<file path="src/common/arcade_pkg.sv">
// Arcade cabinet shell shared definitions
// Widths, register map, keyboard codes and control types

package arcade_pkg;

	// ====================================================================
	// Widths
	// ====================================================================
	localparam int color_w     = 4;   // Game colour per channel
	localparam int vga_w       = 6;   // VGA colour per channel
	localparam int audio_w     = 10;
	localparam int audio_ext_w = 5;   // Top bits repeated below the sample
	localparam int dac_w       = 16;
	localparam int dip_w       = 5;
	localparam int joy_w       = 6;
	localparam int player_w    = 7;   // Active-low player vector
	localparam int key_w       = 8;
	localparam int addr_w      = 4;
	localparam int data_w      = 32;
	localparam int ctrl_w      = 4;   // rotate, scanlines, soft reset

	localparam logic [dip_w-1:0] dip_default = 5'd1;

	localparam int ce179_div = 14;
	localparam int ce179_w   = $clog2(ce179_div);

	// ====================================================================
	// Register map
	// ====================================================================
	localparam logic [addr_w-1:0] addr_ctrl    = 4'h0;
	localparam logic [addr_w-1:0] addr_dip     = 4'h4;
	localparam logic [addr_w-1:0] addr_id      = 4'h8;
	localparam logic [addr_w-1:0] addr_buttons = 4'hC;

	localparam logic [data_w-1:0] core_id = 32'h4341_4C50;

	localparam int ctrl_rotate     = 0;
	localparam int ctrl_soft_reset = 3;

	// Set-2 scan codes
	localparam logic [key_w-1:0] key_up     = 8'h75;
	localparam logic [key_w-1:0] key_down   = 8'h72;
	localparam logic [key_w-1:0] key_left   = 8'h6B;
	localparam logic [key_w-1:0] key_right  = 8'h74;
	localparam logic [key_w-1:0] key_coin   = 8'h76;  // ESC
	localparam logic [key_w-1:0] key_start1 = 8'h05;  // F1
	localparam logic [key_w-1:0] key_start2 = 8'h06;  // F2
	localparam logic [key_w-1:0] key_fire   = 8'h29;  // Space
	localparam logic [key_w-1:0] key_bomb   = 8'h11;  // Alt

	// Joystick bit positions
	localparam int joy_right = 0;
	localparam int joy_left  = 1;
	localparam int joy_down  = 2;
	localparam int joy_up    = 3;
	localparam int joy_fire  = 4;
	localparam int joy_bomb  = 5;

	typedef struct packed {
		logic up;
		logic down;
		logic left;
		logic right;
		logic fire;
		logic bomb;
		logic start1;
		logic start2;
		logic coin;
	} cab_buttons_t;

	typedef enum logic [1:0] {
		off   = 2'd0,
		pct25 = 2'd1,
		pct50 = 2'd2,
		pct75 = 2'd3
	} scanline_t;

endpackage

</file>
<file path="src/common/cfg_if.sv">
// Cabinet configuration bus
// Register block drives it, control and video logic follow it
`timescale 1ns/1ns

interface cfg_if
	import arcade_pkg::*;
();

	logic             rotate;
	scanline_t        scanlines;
	logic [dip_w-1:0] dip;
	logic             core_reset;  // rst or soft reset

	modport regs (
		output rotate,
		output scanlines,
		output dip,
		output core_reset
	);

	modport user (
		input rotate,
		input scanlines,
		input dip,
		input core_reset
	);

endinterface

</file>
<file path="src/logic/clock_enables.sv">
// Clock enable generator for the game core
// 12 MHz, two-phase 6 MHz and 1.79 MHz enables from clk_sys
`timescale 1ns/1ns

module clock_enables
	import arcade_pkg::*;
(
	input  logic clk_sys,
	input  logic rst,
	output logic ce_12,
	output logic ce_6p,
	output logic ce_6n,
	output logic ce_1p79
);

	localparam logic [ce179_w-1:0] ce179_reload = ce179_w'(ce179_div - 1);

	logic [1:0]         phase;
	logic [ce179_w-1:0] div179;  // Counts down to the 1.79 pulse

	always_ff @(posedge clk_sys) begin
		if (rst) begin
			phase   <= '0;
			div179  <= ce179_reload;
			ce_12   <= 1'b0;
			ce_6p   <= 1'b0;
			ce_6n   <= 1'b0;
			ce_1p79 <= 1'b0;
		end else begin
			phase <= phase + 2'd1;

			// Both 6 MHz phases land on a 12 MHz pulse
			ce_12 <= phase[0];
			ce_6p <= phase[0] & ~phase[1];
			ce_6n <= phase[0] &  phase[1];

			if (div179 == '0) begin
				div179  <= ce179_reload;
				ce_1p79 <= 1'b1;
			end else begin
				div179  <= div179 - 1'b1;
				ce_1p79 <= 1'b0;
			end
		end
	end

endmodule

</file>
<file path="src/controls/key_decoder.sv">
// Keyboard event decoder
// Make and break events set and clear cabinet button states
`timescale 1ns/1ns

module key_decoder
	import arcade_pkg::*;
(
	input  logic             clk_sys,
	input  logic             rst,
	input  logic             key_strobe,
	input  logic             key_pressed,  // 1 on make, 0 on break
	input  logic [key_w-1:0] key_code,
	output cab_buttons_t     buttons
);

	always_ff @(posedge clk_sys) begin
		if (rst) begin
			buttons <= '0;
		end else if (key_strobe) begin
			case (key_code)
				key_up: begin
					buttons.up <= key_pressed;
				end
				key_down: begin
					buttons.down <= key_pressed;
				end
				key_left: begin
					buttons.left <= key_pressed;
				end
				key_right: begin
					buttons.right <= key_pressed;
				end
				key_fire: begin
					buttons.fire <= key_pressed;
				end
				key_bomb: begin
					buttons.bomb <= key_pressed;
				end
				key_start1: begin
					buttons.start1 <= key_pressed;
				end
				key_start2: begin
					buttons.start2 <= key_pressed;
				end
				key_coin: begin
					buttons.coin <= key_pressed;
				end
				default: begin
					// Unknown codes leave every button alone
				end
			endcase
		end
	end

endmodule

</file>
<file path="src/controls/control_mapper.sv">
// Control mapper
// Syncs both joysticks, merges them with the keys, applies the
// optional 90-degree rotation and builds active-low player vectors
`timescale 1ns/1ns

module control_mapper
	import arcade_pkg::*;
(
	input  logic                clk_sys,
	input  logic                rst,
	input  cab_buttons_t        keys,
	input  logic [joy_w-1:0]    joy_0,
	input  logic [joy_w-1:0]    joy_1,
	cfg_if.user                 cfg,
	output logic [player_w-1:0] p1_ctrl,
	output logic [player_w-1:0] p2_ctrl,
	output logic                coin_n,
	output cab_buttons_t        merged
);

	logic [joy_w-1:0] joy_0_m, joy_0_s;  // Two-stage synchronisers
	logic [joy_w-1:0] joy_1_m, joy_1_s;
	logic [joy_w-1:0] joy_any;
	logic             raw_up, raw_down, raw_left, raw_right;
	cab_buttons_t     merged_d;

	always_ff @(posedge clk_sys) begin
		if (rst) begin
			joy_0_m <= '0;
			joy_0_s <= '0;
			joy_1_m <= '0;
			joy_1_s <= '0;
		end else begin
			joy_0_m <= joy_0;
			joy_0_s <= joy_0_m;
			joy_1_m <= joy_1;
			joy_1_s <= joy_1_m;
		end
	end

	assign joy_any   = joy_0_s | joy_1_s;
	assign raw_up    = keys.up    | joy_any[joy_up];
	assign raw_down  = keys.down  | joy_any[joy_down];
	assign raw_left  = keys.left  | joy_any[joy_left];
	assign raw_right = keys.right | joy_any[joy_right];

	always_comb begin
		merged_d        = keys;
		merged_d.fire   = keys.fire | joy_any[joy_fire];
		merged_d.bomb   = keys.bomb | joy_any[joy_bomb];
		// Cabinet turned on its side
		merged_d.up     = cfg.rotate ? raw_left  : raw_up;
		merged_d.down   = cfg.rotate ? raw_right : raw_down;
		merged_d.left   = cfg.rotate ? raw_down  : raw_left;
		merged_d.right  = cfg.rotate ? raw_up    : raw_right;
	end

	always_ff @(posedge clk_sys) begin
		if (rst) begin
			merged <= '0;
		end else begin
			merged <= merged_d;
		end
	end

	assign p1_ctrl = ~{merged.start1, merged.bomb, merged.fire, merged.left,
		merged.right, merged.up, merged.down};
	assign p2_ctrl = ~{merged.start2, merged.bomb, merged.fire, merged.left,
		merged.right, merged.up, merged.down};
	assign coin_n  = ~merged.coin;

endmodule

</file>
<file path="src/logic/core_regs.sv">
// APB register block, zero wait states
// Control, DIP switches, core ID and live button status
`timescale 1ns/1ns

module core_regs
	import arcade_pkg::*;
(
	input  logic              clk_sys,
	input  logic              rst,
	input  logic [addr_w-1:0] paddr,
	input  logic              psel,
	input  logic              penable,
	input  logic              pwrite,
	input  logic [data_w-1:0] pwdata,
	output logic [data_w-1:0] prdata,
	output logic              pready,
	output logic              pslverr,
	input  cab_buttons_t      merged,
	cfg_if.regs               cfg
);

	logic [ctrl_w-1:0] ctrl_q;
	logic [dip_w-1:0]  dip_q;
	logic              access;
	logic              addr_hit;
	logic              read_only;
	logic              wr_en;

	// ====================================================================
	// Address decode
	// ====================================================================
	assign access    = psel & penable;
	assign addr_hit  = (paddr == addr_ctrl) || (paddr == addr_dip) ||
		(paddr == addr_id) || (paddr == addr_buttons);
	assign read_only = (paddr == addr_id) || (paddr == addr_buttons);

	assign pready  = 1'b1;
	assign pslverr = access & (~addr_hit | (pwrite & read_only));
	assign wr_en   = access & pwrite & ~pslverr;

	always_ff @(posedge clk_sys) begin
		if (rst) begin
			ctrl_q <= '0;
			dip_q  <= dip_default;
		end else if (wr_en) begin
			if (paddr == addr_ctrl) begin
				ctrl_q <= pwdata[ctrl_w-1:0];
			end
			if (paddr == addr_dip) begin
				dip_q <= pwdata[dip_w-1:0];
			end
		end
	end

	// Read mux, valid in the access phase
	always_comb begin
		prdata = '0;
		if (access) begin
			case (paddr)
				addr_ctrl:    prdata = data_w'(ctrl_q);
				addr_dip:     prdata = data_w'(dip_q);
				addr_id:      prdata = core_id;
				addr_buttons: prdata = data_w'(merged);
				default:      prdata = '0;
			endcase
		end
	end

	// ====================================================================
	// Configuration outputs
	// ====================================================================
	assign cfg.rotate     = ctrl_q[ctrl_rotate];
	assign cfg.scanlines  = scanline_t'(ctrl_q[2:1]);
	assign cfg.dip        = dip_q;
	assign cfg.core_reset = rst | ctrl_q[ctrl_soft_reset];  // Soft reset is a level

endmodule

</file>
<file path="src/logic/video_out.sv">
// VGA output stage
// Blanks and widens the game colour, dims odd lines for scanlines
// and turns the active-high game syncs into active-low VGA syncs
`timescale 1ns/1ns

module video_out
	import arcade_pkg::*;
(
	input  logic               clk_sys,
	input  logic               rst,
	input  logic [color_w-1:0] r,
	input  logic [color_w-1:0] g,
	input  logic [color_w-1:0] b,
	input  logic               hs,
	input  logic               vs,
	input  logic               hb,
	input  logic               vb,
	cfg_if.user                cfg,
	output logic [vga_w-1:0]   vga_r,
	output logic [vga_w-1:0]   vga_g,
	output logic [vga_w-1:0]   vga_b,
	output logic               vga_hs,
	output logic               vga_vs
);

	logic [vga_w-1:0] r1, g1, b1, r2, g2, b2;
	logic             hs1, vs1, hs2, vs2;
	logic             blank;
	logic             line_odd;

	function automatic logic [vga_w-1:0] dim(input logic [vga_w-1:0] v,
		input scanline_t sl);
		logic [vga_w+1:0] v3;
		v3 = {2'b00, v} + {1'b0, v, 1'b0};
		case (sl)
			pct25:   return v - (v >> 2);
			pct50:   return v - (v >> 1);
			pct75:   return v - v3[vga_w+1:2];
			default: return v;
		endcase
	endfunction

	assign blank = hb | vb;

	// ====================================================================
	// Stage 1 blank and widen
	// ====================================================================
	always_ff @(posedge clk_sys) begin
		if (rst) begin
			r1  <= '0;
			g1  <= '0;
			b1  <= '0;
			hs1 <= 1'b0;
			vs1 <= 1'b0;
		end else begin
			r1  <= blank ? '0 : {r, r[color_w-1 -: 2]};
			g1  <= blank ? '0 : {g, g[color_w-1 -: 2]};
			b1  <= blank ? '0 : {b, b[color_w-1 -: 2]};
			hs1 <= hs;
			vs1 <= vs;
		end
	end

	// Line parity, hs1 doubles as the previous hs
	always_ff @(posedge clk_sys) begin
		if (rst || vs) begin
			line_odd <= 1'b0;
		end else if (hs && !hs1) begin
			line_odd <= ~line_odd;
		end
	end

	// Stage 2 scanline dimming
	always_ff @(posedge clk_sys) begin
		if (rst) begin
			r2  <= '0;
			g2  <= '0;
			b2  <= '0;
			hs2 <= 1'b0;
			vs2 <= 1'b0;
		end else begin
			r2  <= line_odd ? dim(r1, cfg.scanlines) : r1;
			g2  <= line_odd ? dim(g1, cfg.scanlines) : g1;
			b2  <= line_odd ? dim(b1, cfg.scanlines) : b1;
			hs2 <= hs1;
			vs2 <= vs1;
		end
	end

	// Stage 3 output register
	always_ff @(posedge clk_sys) begin
		if (rst) begin
			vga_r  <= '0;
			vga_g  <= '0;
			vga_b  <= '0;
			vga_hs <= 1'b1;
			vga_vs <= 1'b1;
		end else begin
			vga_r  <= r2;
			vga_g  <= g2;
			vga_b  <= b2;
			vga_hs <= ~hs2;  // Active low on the connector
			vga_vs <= ~vs2;
		end
	end

endmodule

</file>
<file path="src/logic/audio_dac.sv">
// First-order sigma-delta DAC
// Game audio to a 1-bit pulse density output
`timescale 1ns/1ns

module audio_dac
	import arcade_pkg::*;
(
	input  logic               clk_sys,
	input  logic               rst,
	input  logic [audio_w-1:0] audio,
	output logic               dac_out
);

	logic [dac_w-1:0] sample;
	logic [dac_w-1:0] acc;
	logic [dac_w:0]   sum;  // Carry out is the pulse

	// Lower 15 bits carry the sample, top bit stays clear
	assign sample = dac_w'({audio, audio[audio_w-1 -: audio_ext_w]});
	assign sum    = {1'b0, acc} + {1'b0, sample};

	always_ff @(posedge clk_sys) begin
		if (rst) begin
			acc     <= '0;
			dac_out <= 1'b0;
		end else begin
			acc     <= sum[dac_w-1:0];
			dac_out <= sum[dac_w];
		end
	end

endmodule

</file>
<file path="src/logic/cabinet_top.sv">
// Arcade cabinet shell top level
// Clock enables, controls, registers, VGA and audio around the game core
`timescale 1ns/1ns

module cabinet_top
	import arcade_pkg::*;
(
	input  logic                clk_sys,
	input  logic                rst,
	// APB slave
	input  logic [addr_w-1:0]   paddr,
	input  logic                psel,
	input  logic                penable,
	input  logic                pwrite,
	input  logic [data_w-1:0]   pwdata,
	output logic [data_w-1:0]   prdata,
	output logic                pready,
	output logic                pslverr,
	// Keyboard and joysticks
	input  logic                key_strobe,
	input  logic                key_pressed,
	input  logic [key_w-1:0]    key_code,
	input  logic [joy_w-1:0]    joy_0,
	input  logic [joy_w-1:0]    joy_1,
	// From the game core
	input  logic [color_w-1:0]  game_r,
	input  logic [color_w-1:0]  game_g,
	input  logic [color_w-1:0]  game_b,
	input  logic                game_hs,
	input  logic                game_vs,
	input  logic                game_hb,
	input  logic                game_vb,
	input  logic [audio_w-1:0]  game_audio,
	// To the cabinet
	output logic [vga_w-1:0]    vga_r,
	output logic [vga_w-1:0]    vga_g,
	output logic [vga_w-1:0]    vga_b,
	output logic                vga_hs,
	output logic                vga_vs,
	output logic                audio_l,
	output logic                audio_r,
	// To the game core
	output logic                ce_12,
	output logic                ce_6p,
	output logic                ce_6n,
	output logic                ce_1p79,
	output logic [player_w-1:0] p1_ctrl,
	output logic [player_w-1:0] p2_ctrl,
	output logic                coin_n,
	output logic [dip_w-1:0]    dip_sw,
	output logic                core_reset
);

	cab_buttons_t key_buttons;
	cab_buttons_t merged;

	cfg_if cfg_bus ();

	clock_enables clock_enables_inst (
		.clk_sys (clk_sys),
		.rst     (rst),
		.ce_12   (ce_12),
		.ce_6p   (ce_6p),
		.ce_6n   (ce_6n),
		.ce_1p79 (ce_1p79)
	);

	key_decoder key_decoder_inst (
		.clk_sys     (clk_sys),
		.rst         (rst),
		.key_strobe  (key_strobe),
		.key_pressed (key_pressed),
		.key_code    (key_code),
		.buttons     (key_buttons)
	);

	control_mapper control_mapper_inst (
		.clk_sys (clk_sys),
		.rst     (rst),
		.keys    (key_buttons),
		.joy_0   (joy_0),
		.joy_1   (joy_1),
		.cfg     (cfg_bus),
		.p1_ctrl (p1_ctrl),
		.p2_ctrl (p2_ctrl),
		.coin_n  (coin_n),
		.merged  (merged)
	);

	core_regs core_regs_inst (
		.clk_sys (clk_sys),
		.rst     (rst),
		.paddr   (paddr),
		.psel    (psel),
		.penable (penable),
		.pwrite  (pwrite),
		.pwdata  (pwdata),
		.prdata  (prdata),
		.pready  (pready),
		.pslverr (pslverr),
		.merged  (merged),
		.cfg     (cfg_bus)
	);

	video_out video_out_inst (
		.clk_sys (clk_sys),
		.rst     (rst),
		.r       (game_r),
		.g       (game_g),
		.b       (game_b),
		.hs      (game_hs),
		.vs      (game_vs),
		.hb      (game_hb),
		.vb      (game_vb),
		.cfg     (cfg_bus),
		.vga_r   (vga_r),
		.vga_g   (vga_g),
		.vga_b   (vga_b),
		.vga_hs  (vga_hs),
		.vga_vs  (vga_vs)
	);

	audio_dac audio_dac_inst (
		.clk_sys (clk_sys),
		.rst     (rst),
		.audio   (game_audio),
		.dac_out (audio_l)
	);

	assign audio_r    = audio_l;  // Mono game, same stream on both sides
	assign dip_sw     = cfg_bus.dip;
	assign core_reset = cfg_bus.core_reset;

endmodule

</file>
<file path="config.mk">
export PLATFORM = sky130hd
export DESIGN_NAME = cabinet_top
export DESIGN_NICKNAME = d
export VERILOG_FILES = /design/src/common/arcade_pkg.sv /design/src/common/cfg_if.sv /design/src/logic/clock_enables.sv /design/src/controls/key_decoder.sv /design/src/controls/control_mapper.sv /design/src/logic/core_regs.sv /design/src/logic/video_out.sv /design/src/logic/audio_dac.sv /design/src/logic/cabinet_top.sv
export SDC_FILE = /design/constraint.sdc
export NUM_CORES = 1
export LEC_CHECK = 0
export BUFFER_PORTS_ARGS = -buffer_cell sky130_fd_sc_hd__buf_4
export CAP_MARGIN = 20
export CORE_MARGIN = 3
export CORE_UTILIZATION = 25
export DETAILED_ROUTE_END_ITERATION = 8
export SETUP_SLACK_MARGIN = 0.1
export SLEW_MARGIN = 20
export SYNTH_ARGS = -nofsm -noshare
export SYNTH_HDL_FRONTEND = slang
export SYNTH_SLANG_ARGS = --single-unit
</file>
<file path="constraint.sdc">
create_clock -name clk_sys -period 5.8 [get_ports clk_sys]
set_input_delay 1.16 -clock clk_sys [delete_from_list [all_inputs] [get_ports clk_sys]]
set_output_delay 1.16 -clock clk_sys [all_outputs]
set_load 0.02 [all_outputs]
</file>
=== Word-level counts from Yosys, hierarchy flattened ===
Index checks and enable logic that the tools add are counted.

* Equal/unequal tests: 15
* Bitwise logic cells: 26
* $add $sub $neg: 15
* Muxes and demuxes: 13
* Reductions and logical operators: 22

{| class="wikitable"
|+ Operators with widths
! cell !! number
|-
| $pmux 31 s4 || 1
|-
| $pmux 6 s3 || 3
|-
| $eq 8x7->1 const B || 5
|-
| $mux 32 || 1
|-
| $add 6x7->8 || 3
|-
| $reduce_and 2->1 || 11
|-
| $mux 6 || 3
|-
| $sub 6x4->6 || 3
|-
| $sub 6x5->6 || 3
|-
| $sub 6x6->6 || 3
|-
| $add 16x15->17 || 1
|-
| $eq 8x3->1 const B || 2
|-
| $not 7->7 || 2
|-
| $or 1x1->1 || 9
|-
| $eq 4x4->1 const B || 2
|-
| $eq 8x5->1 const B || 1
|-
| $eq 8x6->1 const B || 1
|-
| $logic_not 4->1 || 2
|-
| $and 1x1->1 || 7
|-
| $not 1->1 || 7
|-
| $or 6x6->6 || 1
|-
| $logic_or 1x1->1 || 5
|-
| $mux 1 || 5
|-
| $eq 2x2->1 const B || 2
|-
| other kinds (7) || 8
|}

* Register bits: 139
* Logic and storage cells: 139
* Output and inout port bits: 81
* Bits of input ports: 89

=== Depth between registers and ports, before layout ===
Gate-level depths: netlist of the first run.

* Depth in word-level cells: 10
* Mapped depth: 15
* Gate-level depth less buffers: 15

=== Hierarchy ===
From an unflattened synthesis of the first run, not the netlist that was laid out.

* Cell total of the unflattened synthesis: 766
* Area, all modules: 7076.8 µm²

{| class="wikitable"
|+ Modules (own cells, without submodules)
! module !! area each (µm²) !! seq. area each (µm²) !! cells each !! times used
|-
| video_out || 3165.5 || 1101.1 || 351 || 1
|-
| audio_dac || 1201.2 || 340.3 || 130 || 1
|-
| control_mapper || 1039.7 || 660.6 || 95 || 1
|-
| core_regs || 817.0 || 180.2 || 104 || 1
|-
| key_decoder || 491.7 || 180.2 || 51 || 1
|-
| clock_enables || 354.1 || 200.2 || 34 || 1
|-
| cabinet_top || 7.5 || 0.0 || 1 || 1
|}

=== Worst setup path before layout of the first run ===
OpenSTA, ideal clock, no wires.

* Kind: input port to output port
* From: input port paddr[3]
* To: output port prdata[11]
* Buffers on the path: 2
* Arrival: 2251 ps
* Stages: 4
* Data required time: 4640 ps
* Slack: 2389 ps
* Cell sequence: clkbuf_1 nand2_1 nor2_1 buf_4

* Word-level cells in the longest chain between the ends: 3
* Elaborated cells on any way between the ends: 6
* Classes of those cells: eq/ne (3); mux (2); reduce/logical (1)

{| class="wikitable"
|+ RTL lines
! element !! RTL line !! source
|-
| from (decl) || cabinet_top.sv:11 || <nowiki>input logic [addr_w-1:0] paddr,</nowiki>
|-
| $eq 4x4->1, or another cell as far along || core_regs.sv:59 || <nowiki>case (paddr)</nowiki>
|-
| $pmux 31 s4 (*) || core_regs.sv:59 ||
|-
| $mux 32 (*) || core_regs.sv:58 || <nowiki>if (access) begin</nowiki>
|-
| to (decl) || cabinet_top.sv:16 || <nowiki>output logic [data_w-1:0] prdata,</nowiki>
|}

Mark *: on every way between the ends. The rest lies on a longest branch, timed or not.

=== Worst setup path in the final report of the first run ===
* From: input port paddr[1]
* To: output port prdata[11]

Same word-level chain as after synthesis.

==> flow_metrics.tcl, run 1 <==
set metrics [dict create \
    min_period_over_period_pct 58.7 \
    postLayoutCoreUtil_pct 32.1 \
    cts_max_level 4 \
    final_antenna_net_count 0 \
    num_vias 5038 \
    tightest_slew_ps 902 \
    die_x_um 171 \
    synthFlopType "dfxtp_1" \
    setup_violations 0 \
    postSynthAreaPerCell_um2 9.31 \
    relSlewSlack_pct 39.9 \
    cts_buffer_depth 2 \
    grt_pass1_wl_mm 23.9 \
    nets 984 \
    synth_common_cells "dfxtp_1, nor2_1, nor2b_1, ha_1, a21oi_1" \
    grt_max_degree 89 \
    wl_mm 14.9 \
    vias_per_cell 4.25 \
    io_pins 170 \
    drc 0 \
    cts_buffers 17 \
    hold_viol 0 \
    antenna_found_initial 0 \
    initial_core_util_pct 25.8 \
    cts-resized-gates 0 \
    fin_worst_skew_ps 13.6 \
    ys_ff_latch 133 \
    wl_per_cell_um 12.5 \
    portBuffers 126 \
    seqPwrFrac_pct 38.2 \
    fillerInstances 2806 \
    postCtsSetupRepairBufs 0 \
    synth_top_area_share_pct 38.9 \
    yosysUniqueCellTypes 61 \
    cts_hold_buf 0 \
    p_leak_uw 0.00363 \
    multiInputGateArea_mm2 0.00379 \
    fin_ws_ps 2400 \
    hpwlAfterDp_mm 11.0 \
    area_growth_pct 24.4 \
    path_max_fanout 8 \
    yosysMostFrequentCell "dfxtp_1" \
    clockPowerShare_pct 40.3 \
    vdd_drop_max_uv 156 \
    comb_power_share_pct 21.5 \
    p_sw_uw 798 \
    synth_top_area_cell "dfxtp_1" \
    first_pass_iters 4 \
    die_area_mm2 0.0294 \
    rsz0062_at_grt "false" \
    diodes 0 \
    cts_tree "yes" \
    synthArstFlopShare_pct 0 \
    reg2reg_depth 15 \
    arrival_ps 2240 \
    syn_inst 735 \
    power_density_mw_per_mm2 312 \
    grt_pass1_vias 4861 \
    status "complete, no violations" \
    cap_violations 0 \
    clk_latency_ps 420 \
    ctsRootBufferMaster "clkbuf_16" \
    power_uw 2650 \
    regArea_mm2 0.00267 \
    critical_path_class "in -> out" \
    first_iter_violations 207 \
    period_minus_slack_ps 3400 \
    dp_slack_ps 2370 \
    globalplace.congestion 0.765 \
    core_area_mm2 0.0265 \
    critPathLaunchType "primary input" \
    dieHeight_um 171 \
    synth.area.top_cells "dfxtp_1, ha_1, nor2b_1" \
    grtUsageTotal_pct 10.1 \
    yosysSeqAreaShare_pct 38.9 \
    critPathCaptureType "output port" \
    required_ps 4640 \
    hold_depth 1 \
    yosysWarningCount 0 \
    hold_class "reg -> reg" \
    slew_viol_final 0 \
    cts_num_sinks 133 \
    synth_edf_count 0 \
    synth_area_mm2 0.00685 \
    drive_gt1_share_pct 21.3 \
    clk_pin_slew_ps 60 \
    tns_ps 0 \
    rows 59 \
    grt_overflow 0 \
    switching_share_pct 30.1 \
    p_int_uw 1860 \
    fmax_ghz 0.294 \
]
[power by group through the flow]
stage,combinational [uW],sequential (uW),clock (uW)
2_1_floorplan,458,1030,0
3_3_place_gp,561,1030,0
3_5_place_dp,570,1030,0
4_1_cts,574,1010,1110
5_1_grt,641,1020,1160
6_report,570,1010,1070
[cell type report]
cell class,instances,share of cell area [%]
clock buffers,17,5.00
clock inverters,15,1.94
inverters,25,1.10
multi-input cells,532,44.5
flip-flops and latches,133,31.3
well taps,335,4.92
repair buffers,128,11.3
[flip-flops by register name, summed over array words and instances (netlist names), 5 cells and up]
signal and count:
core_regs_inst.cfg.dip 5, control_mapper_inst.joy_1_s 6, video_out_inst.b2 6, video_out_inst.r2 6, control_mapper_inst.merged 9, control_mapper_inst.joy_1_m 6
video_out_inst.vga_r 6, key_decoder_inst.buttons 9, video_out_inst.g2 6, video_out_inst.vga_b 6, video_out_inst.vga_g 6, audio_dac_inst.acc 16
control_mapper_inst.joy_0_s 6, control_mapper_inst.joy_0_m 6
[cell families after synthesis]
logic type | share of synthesized area, %
compound gates | 11.8
xor+xnor | 3.71
fa+ha+maj | 11.4
buf+inv | 6.56
flops | 38.9
mux | 5.92
other cells | 0.110
simple gates | 21.6
[critical path: stages]
cell	delay, ps
buf_4	120
nor3_1	240
nand2_1	100
nor2_1	390
buf_4	230
[stage by stage]
step	instance area, um2	instances	hold slack [ps]
2_1_floorplan	6900	749	356
3_3_place_gp	7920	1153	370
3_5_place_dp	7920	1153	365
4_1_cts	8510	1185	374
5_1_grt	8520	1185	393
6_report	8520	1185	377
[placed cells by master (no fill, tap or decap), drive strengths merged, types with 7 or more instances in the layout]
master / n
o21ai: 16
xnor2: 24
inv: 34
and2: 12
buf: 128
nand2: 35
nand2b: 22
nor3: 18
nor2b: 66
dfxtp: 133
conb: 16
a211oi: 11
nor4: 8
a21oi: 46
a21o: 12
fa: 7
ha: 51
nand3: 9
nor2: 75
clkbuf: 17
mux2i: 36
[worst paths after layout]
| kind | start | endpoint | slack [ps] |
|---|---|---|---|
| setup / recovery | paddr[1] | prdata[11] | 2400 |
| hold / removal | video_out_inst.vs2 | video_out_inst.vga_vs | 380 |
| setup reg to reg | video_out_inst.g1[1] | video_out_inst.g2[5] | 2420 |
| hold reg to reg | video_out_inst.vs2 | video_out_inst.vga_vs | 380 |
[per-layer routing]
layer	GRT usage, %	vias to the layer above	part of all wire (%)
li1	-	2674	-
met1	13.0	2248	48
met2	16.6	109	47
met3	2.69	7	4.8
met4	3.22	0	0.88
met5	0	-	0
(Power assumes the default switching activity.)
==> run 2: changes to the inputs <==
--- a/config.mk
+++ b/config.mk
@@ -5,6 +5,7 @@
 export SDC_FILE = /design/constraint.sdc
 export NUM_CORES = 1
 export LEC_CHECK = 0
+export ABC_AREA = 1
 export BUFFER_PORTS_ARGS = -buffer_cell sky130_fd_sc_hd__buf_4
 export CAP_MARGIN = 20
 export CORE_MARGIN = 3
==> constraint.sdc (replaced) <==
create_clock -name clk_sys -period 2.8 [get_ports clk_sys]
set_input_delay 0.56 -clock clk_sys [delete_from_list [all_inputs] [get_ports clk_sys]]
set_output_delay 0.56 -clock clk_sys [all_outputs]
set_load 0.02 [all_outputs]
==> run 2 against run 1 <==
Design area grew 4.9%. Clock skew is 3.0 ps lower. Clock-buffer cell count up 3. First-iteration DRC count increased by 37%. Cell count rose by 19%. Power is 99% higher. Via count is 20% higher. Sequential power increased by 100%. Core utilization rose by 1.6 points. Die area hardly changed. Global-route usage is 0.99 points higher. Critical path type is now reg -> reg. Critical endpoint is now video_out_inst.b2[3].
==> flow_metrics.tcl, run 2 <==
set metrics [dict create \
    status "complete, no violations" \
    critical_path_class "reg -> reg" \
    first_pass_iters 4 \
    core_area_mm2 0.0265 \
    yosysWarningCount 0 \
    final_common_cell "inv_1" \
    yosys.area_share.simple_pct 21.9 \
    final_antenna_net_count 0 \
    drc 0 \
    vias_per_cell 4.29 \
    critPathLaunchType "flip-flop" \
    synth.area.top_cells "dfxtp_1, ha_1, inv_1" \
    synth_top_area_share_pct 38.9 \
    diodes 0 \
    switching_share_pct 29.4 \
    cts_num_sinks 133 \
    num_vias 6061 \
    clockPowerShare_pct 41.2 \
    period_minus_slack_ps 2580 \
    grt_pass1_wl_mm 26.3 \
    cts_buffers 17 \
    mostFrequentLayoutCells "inv_1, buf_4, nand2_1, nor2_1, dfxtp_1" \
    p_sw_uw 1550 \
    cts_tree "yes" \
    synthArstFlopShare_pct 0 \
    synth_area_mm2 0.00685 \
    synth_top_family_by_area "simple AND/OR/NAND/NOR gates" \
    crit-reg2reg-launch "video_out_inst.b1[2]" \
    dp_cells 1365 \
    min_period_over_period_pct 92.2 \
    initial_core_util_pct 25.8 \
    antenna_found_initial 0 \
    fin_worst_skew_ps 10.6 \
    hold_viol 0 \
    syn_inst 930 \
    rows 59 \
    p_int_uw 3720 \
    top_register "audio_dac_inst.acc" \
    wl_per_cell_um 12.0 \
    cts_max_level 4 \
    synth_mux_area_share_pct 0 \
    layoutNonFillerInstCount 1413 \
    rsz0062_at_grt "true" \
    yosysUniqueCellTypes 37 \
    power_uw 5270 \
    tns_ps 0 \
    critPathCaptureType "flip-flop" \
    hp-start "game_vs" \
    clk_pin_slew_ps 60 \
    grt_overflow 0 \
    synth-adder-area-share_pct 11.4 \
    setup_violations 0 \
    synth_common_cells "inv_1, nand2_1, nor2_1, dfxtp_1, a21oi_1" \
    comb_power_share_pct 19.8 \
    portBuffers 126 \
    synthFlopType "dfxtp_1" \
    seqPwrFrac_pct 39.1 \
    arrival_ps 2880 \
    required_ps 3100 \
    grtUsageTotal_pct 11.1 \
    largest_reg_flops 16 \
    synth_top_area_cell "dfxtp_1" \
    top_regs "audio_dac_inst.acc x16, control_mapper_inst.merged x9, key_decoder_inst.buttons x9" \
    power_density_mw_per_mm2 590 \
    synth_compound_area_share_pct 11.9 \
    postSynthAreaPerCell_um2 7.37 \
    p_leak_uw 0.00431 \
    first_iter_violations 283 \
    path_max_fanout 7 \
    vdd_drop_max_uv 391 \
    yosysSeqAreaShare_pct 38.9 \
    holdWs_ps 306 \
    area_growth_pct 30.4 \
    hpwlAfterDp_mm 12.8 \
    dieHeight_um 172 \
    grt_pass1_vias 5546 \
    yosysMostFrequentCell "inv_1" \
    fillerInstances 2778 \
    drive_gt1_share_pct 22.7 \
    synth-xor-area-share_pct 2.43 \
    slew_viol_final 0 \
    die_x_um 172 \
    globalplace.congestion 0.858 \
    io_pins 170 \
    ctsRootBufferMaster "clkbuf_16" \
    fmax_ghz 0.387 \
    synth_edf_count 0 \
    clk_latency_ps 420 \
    postLayoutCoreUtil_pct 33.7 \
    cts_buffer_depth 2 \
    grt_max_degree 49 \
    nets 1212 \
    die_area_mm2 0.0294 \
    cap_violations 0 \
    ys_ff_latch 133 \
    hold_class "in -> reg" \
    wl_mm 17.0 \
    startpoint "video_out_inst.b1[2]" \
]
[run 2: worst max-delay path, cell delays in order, from the launching register on]
cell	delay (ps)
dfxtp_2	420
ha_2	350
a21oi_2	190
nand2_1	80
xor2_1	150
nand2_1	60
o221ai_1	130
ha_2	410
nand2_1	60
nand2_1	90
a31oi_1	60
xnor2_1	140
o21ai_0	240
inv_1	70
[run 2: cells by family (layout without fill, tap and decap cells)]
kind of cell	Yosys count	after routing
XOR/XNOR	19	19
flip-flops	133	133
AO/OA/AOI/OAI	144	144
AND/OR/NAND/NOR	364	364
other	2	16
buffers and inverters	210	344
adder cells (fa/ha/maj)	58	58
[run 2: timing repair]
item | in CTS | in global routing
pin swaps | 0 | 28
hold buffers | 0 | 0
buffers inserted | 0 | 16
setup endpoints to repair | 3 | 9
gates resized for setup | 3 | 61
[run 2: routing by layer]
metal	up-vias	track usage [%]	part of all wire, %
li1	3194	-	-
met1	2719	14.1	46
met2	126	18.4	47
met3	22	2.41	5.2
met4	0	4.62	2.0
met5	-	0	0
[run 2: worst paths after layout]
kind / slack (ps) / depth (start not counted) / end
hold reg to reg: 370 / 1 / video_out_inst.vga_vs
setup reg to reg: 220 / 13 / video_out_inst.b2[3]
setup / recovery: 220 / 13 / video_out_inst.b2[3]
hold / removal: 310 / 2 / video_out_inst.line_odd
[run 2: power by group through the flow]
stage	clock network [uW]	logic (uW)	registers, uW
finish	2170	1040	2060
global route	2310	1190	2070
global placement	0	993	2100
detailed placement	0	1010	2110
floorplan	0	750	2110
CTS	2230	1020	2060
[run 2: per-stage QoR]
stage,worst slack [ps],cell area (um2)
after floorplan,275,6900
after global placement,95.8,8030
after detailed placement,75.8,8030
after CTS,124,8620
after global routing,31.4,8930
final,218,8930
[run 2: area by class of cell]
class | instances | area, um2 | area share, %
Tap cell | 335 | 419 | 4.69
Sequential cell | 133 | 2690 | 30.1
Timing Repair Buffer | 152 | 1140 | 12.8
Inverter | 160 | 601 | 6.72
Clock inverter | 12 | 119 | 1.33
Clock buffer | 20 | 467 | 5.22
Multi-Input combinational cell | 601 | 3500 | 39.2
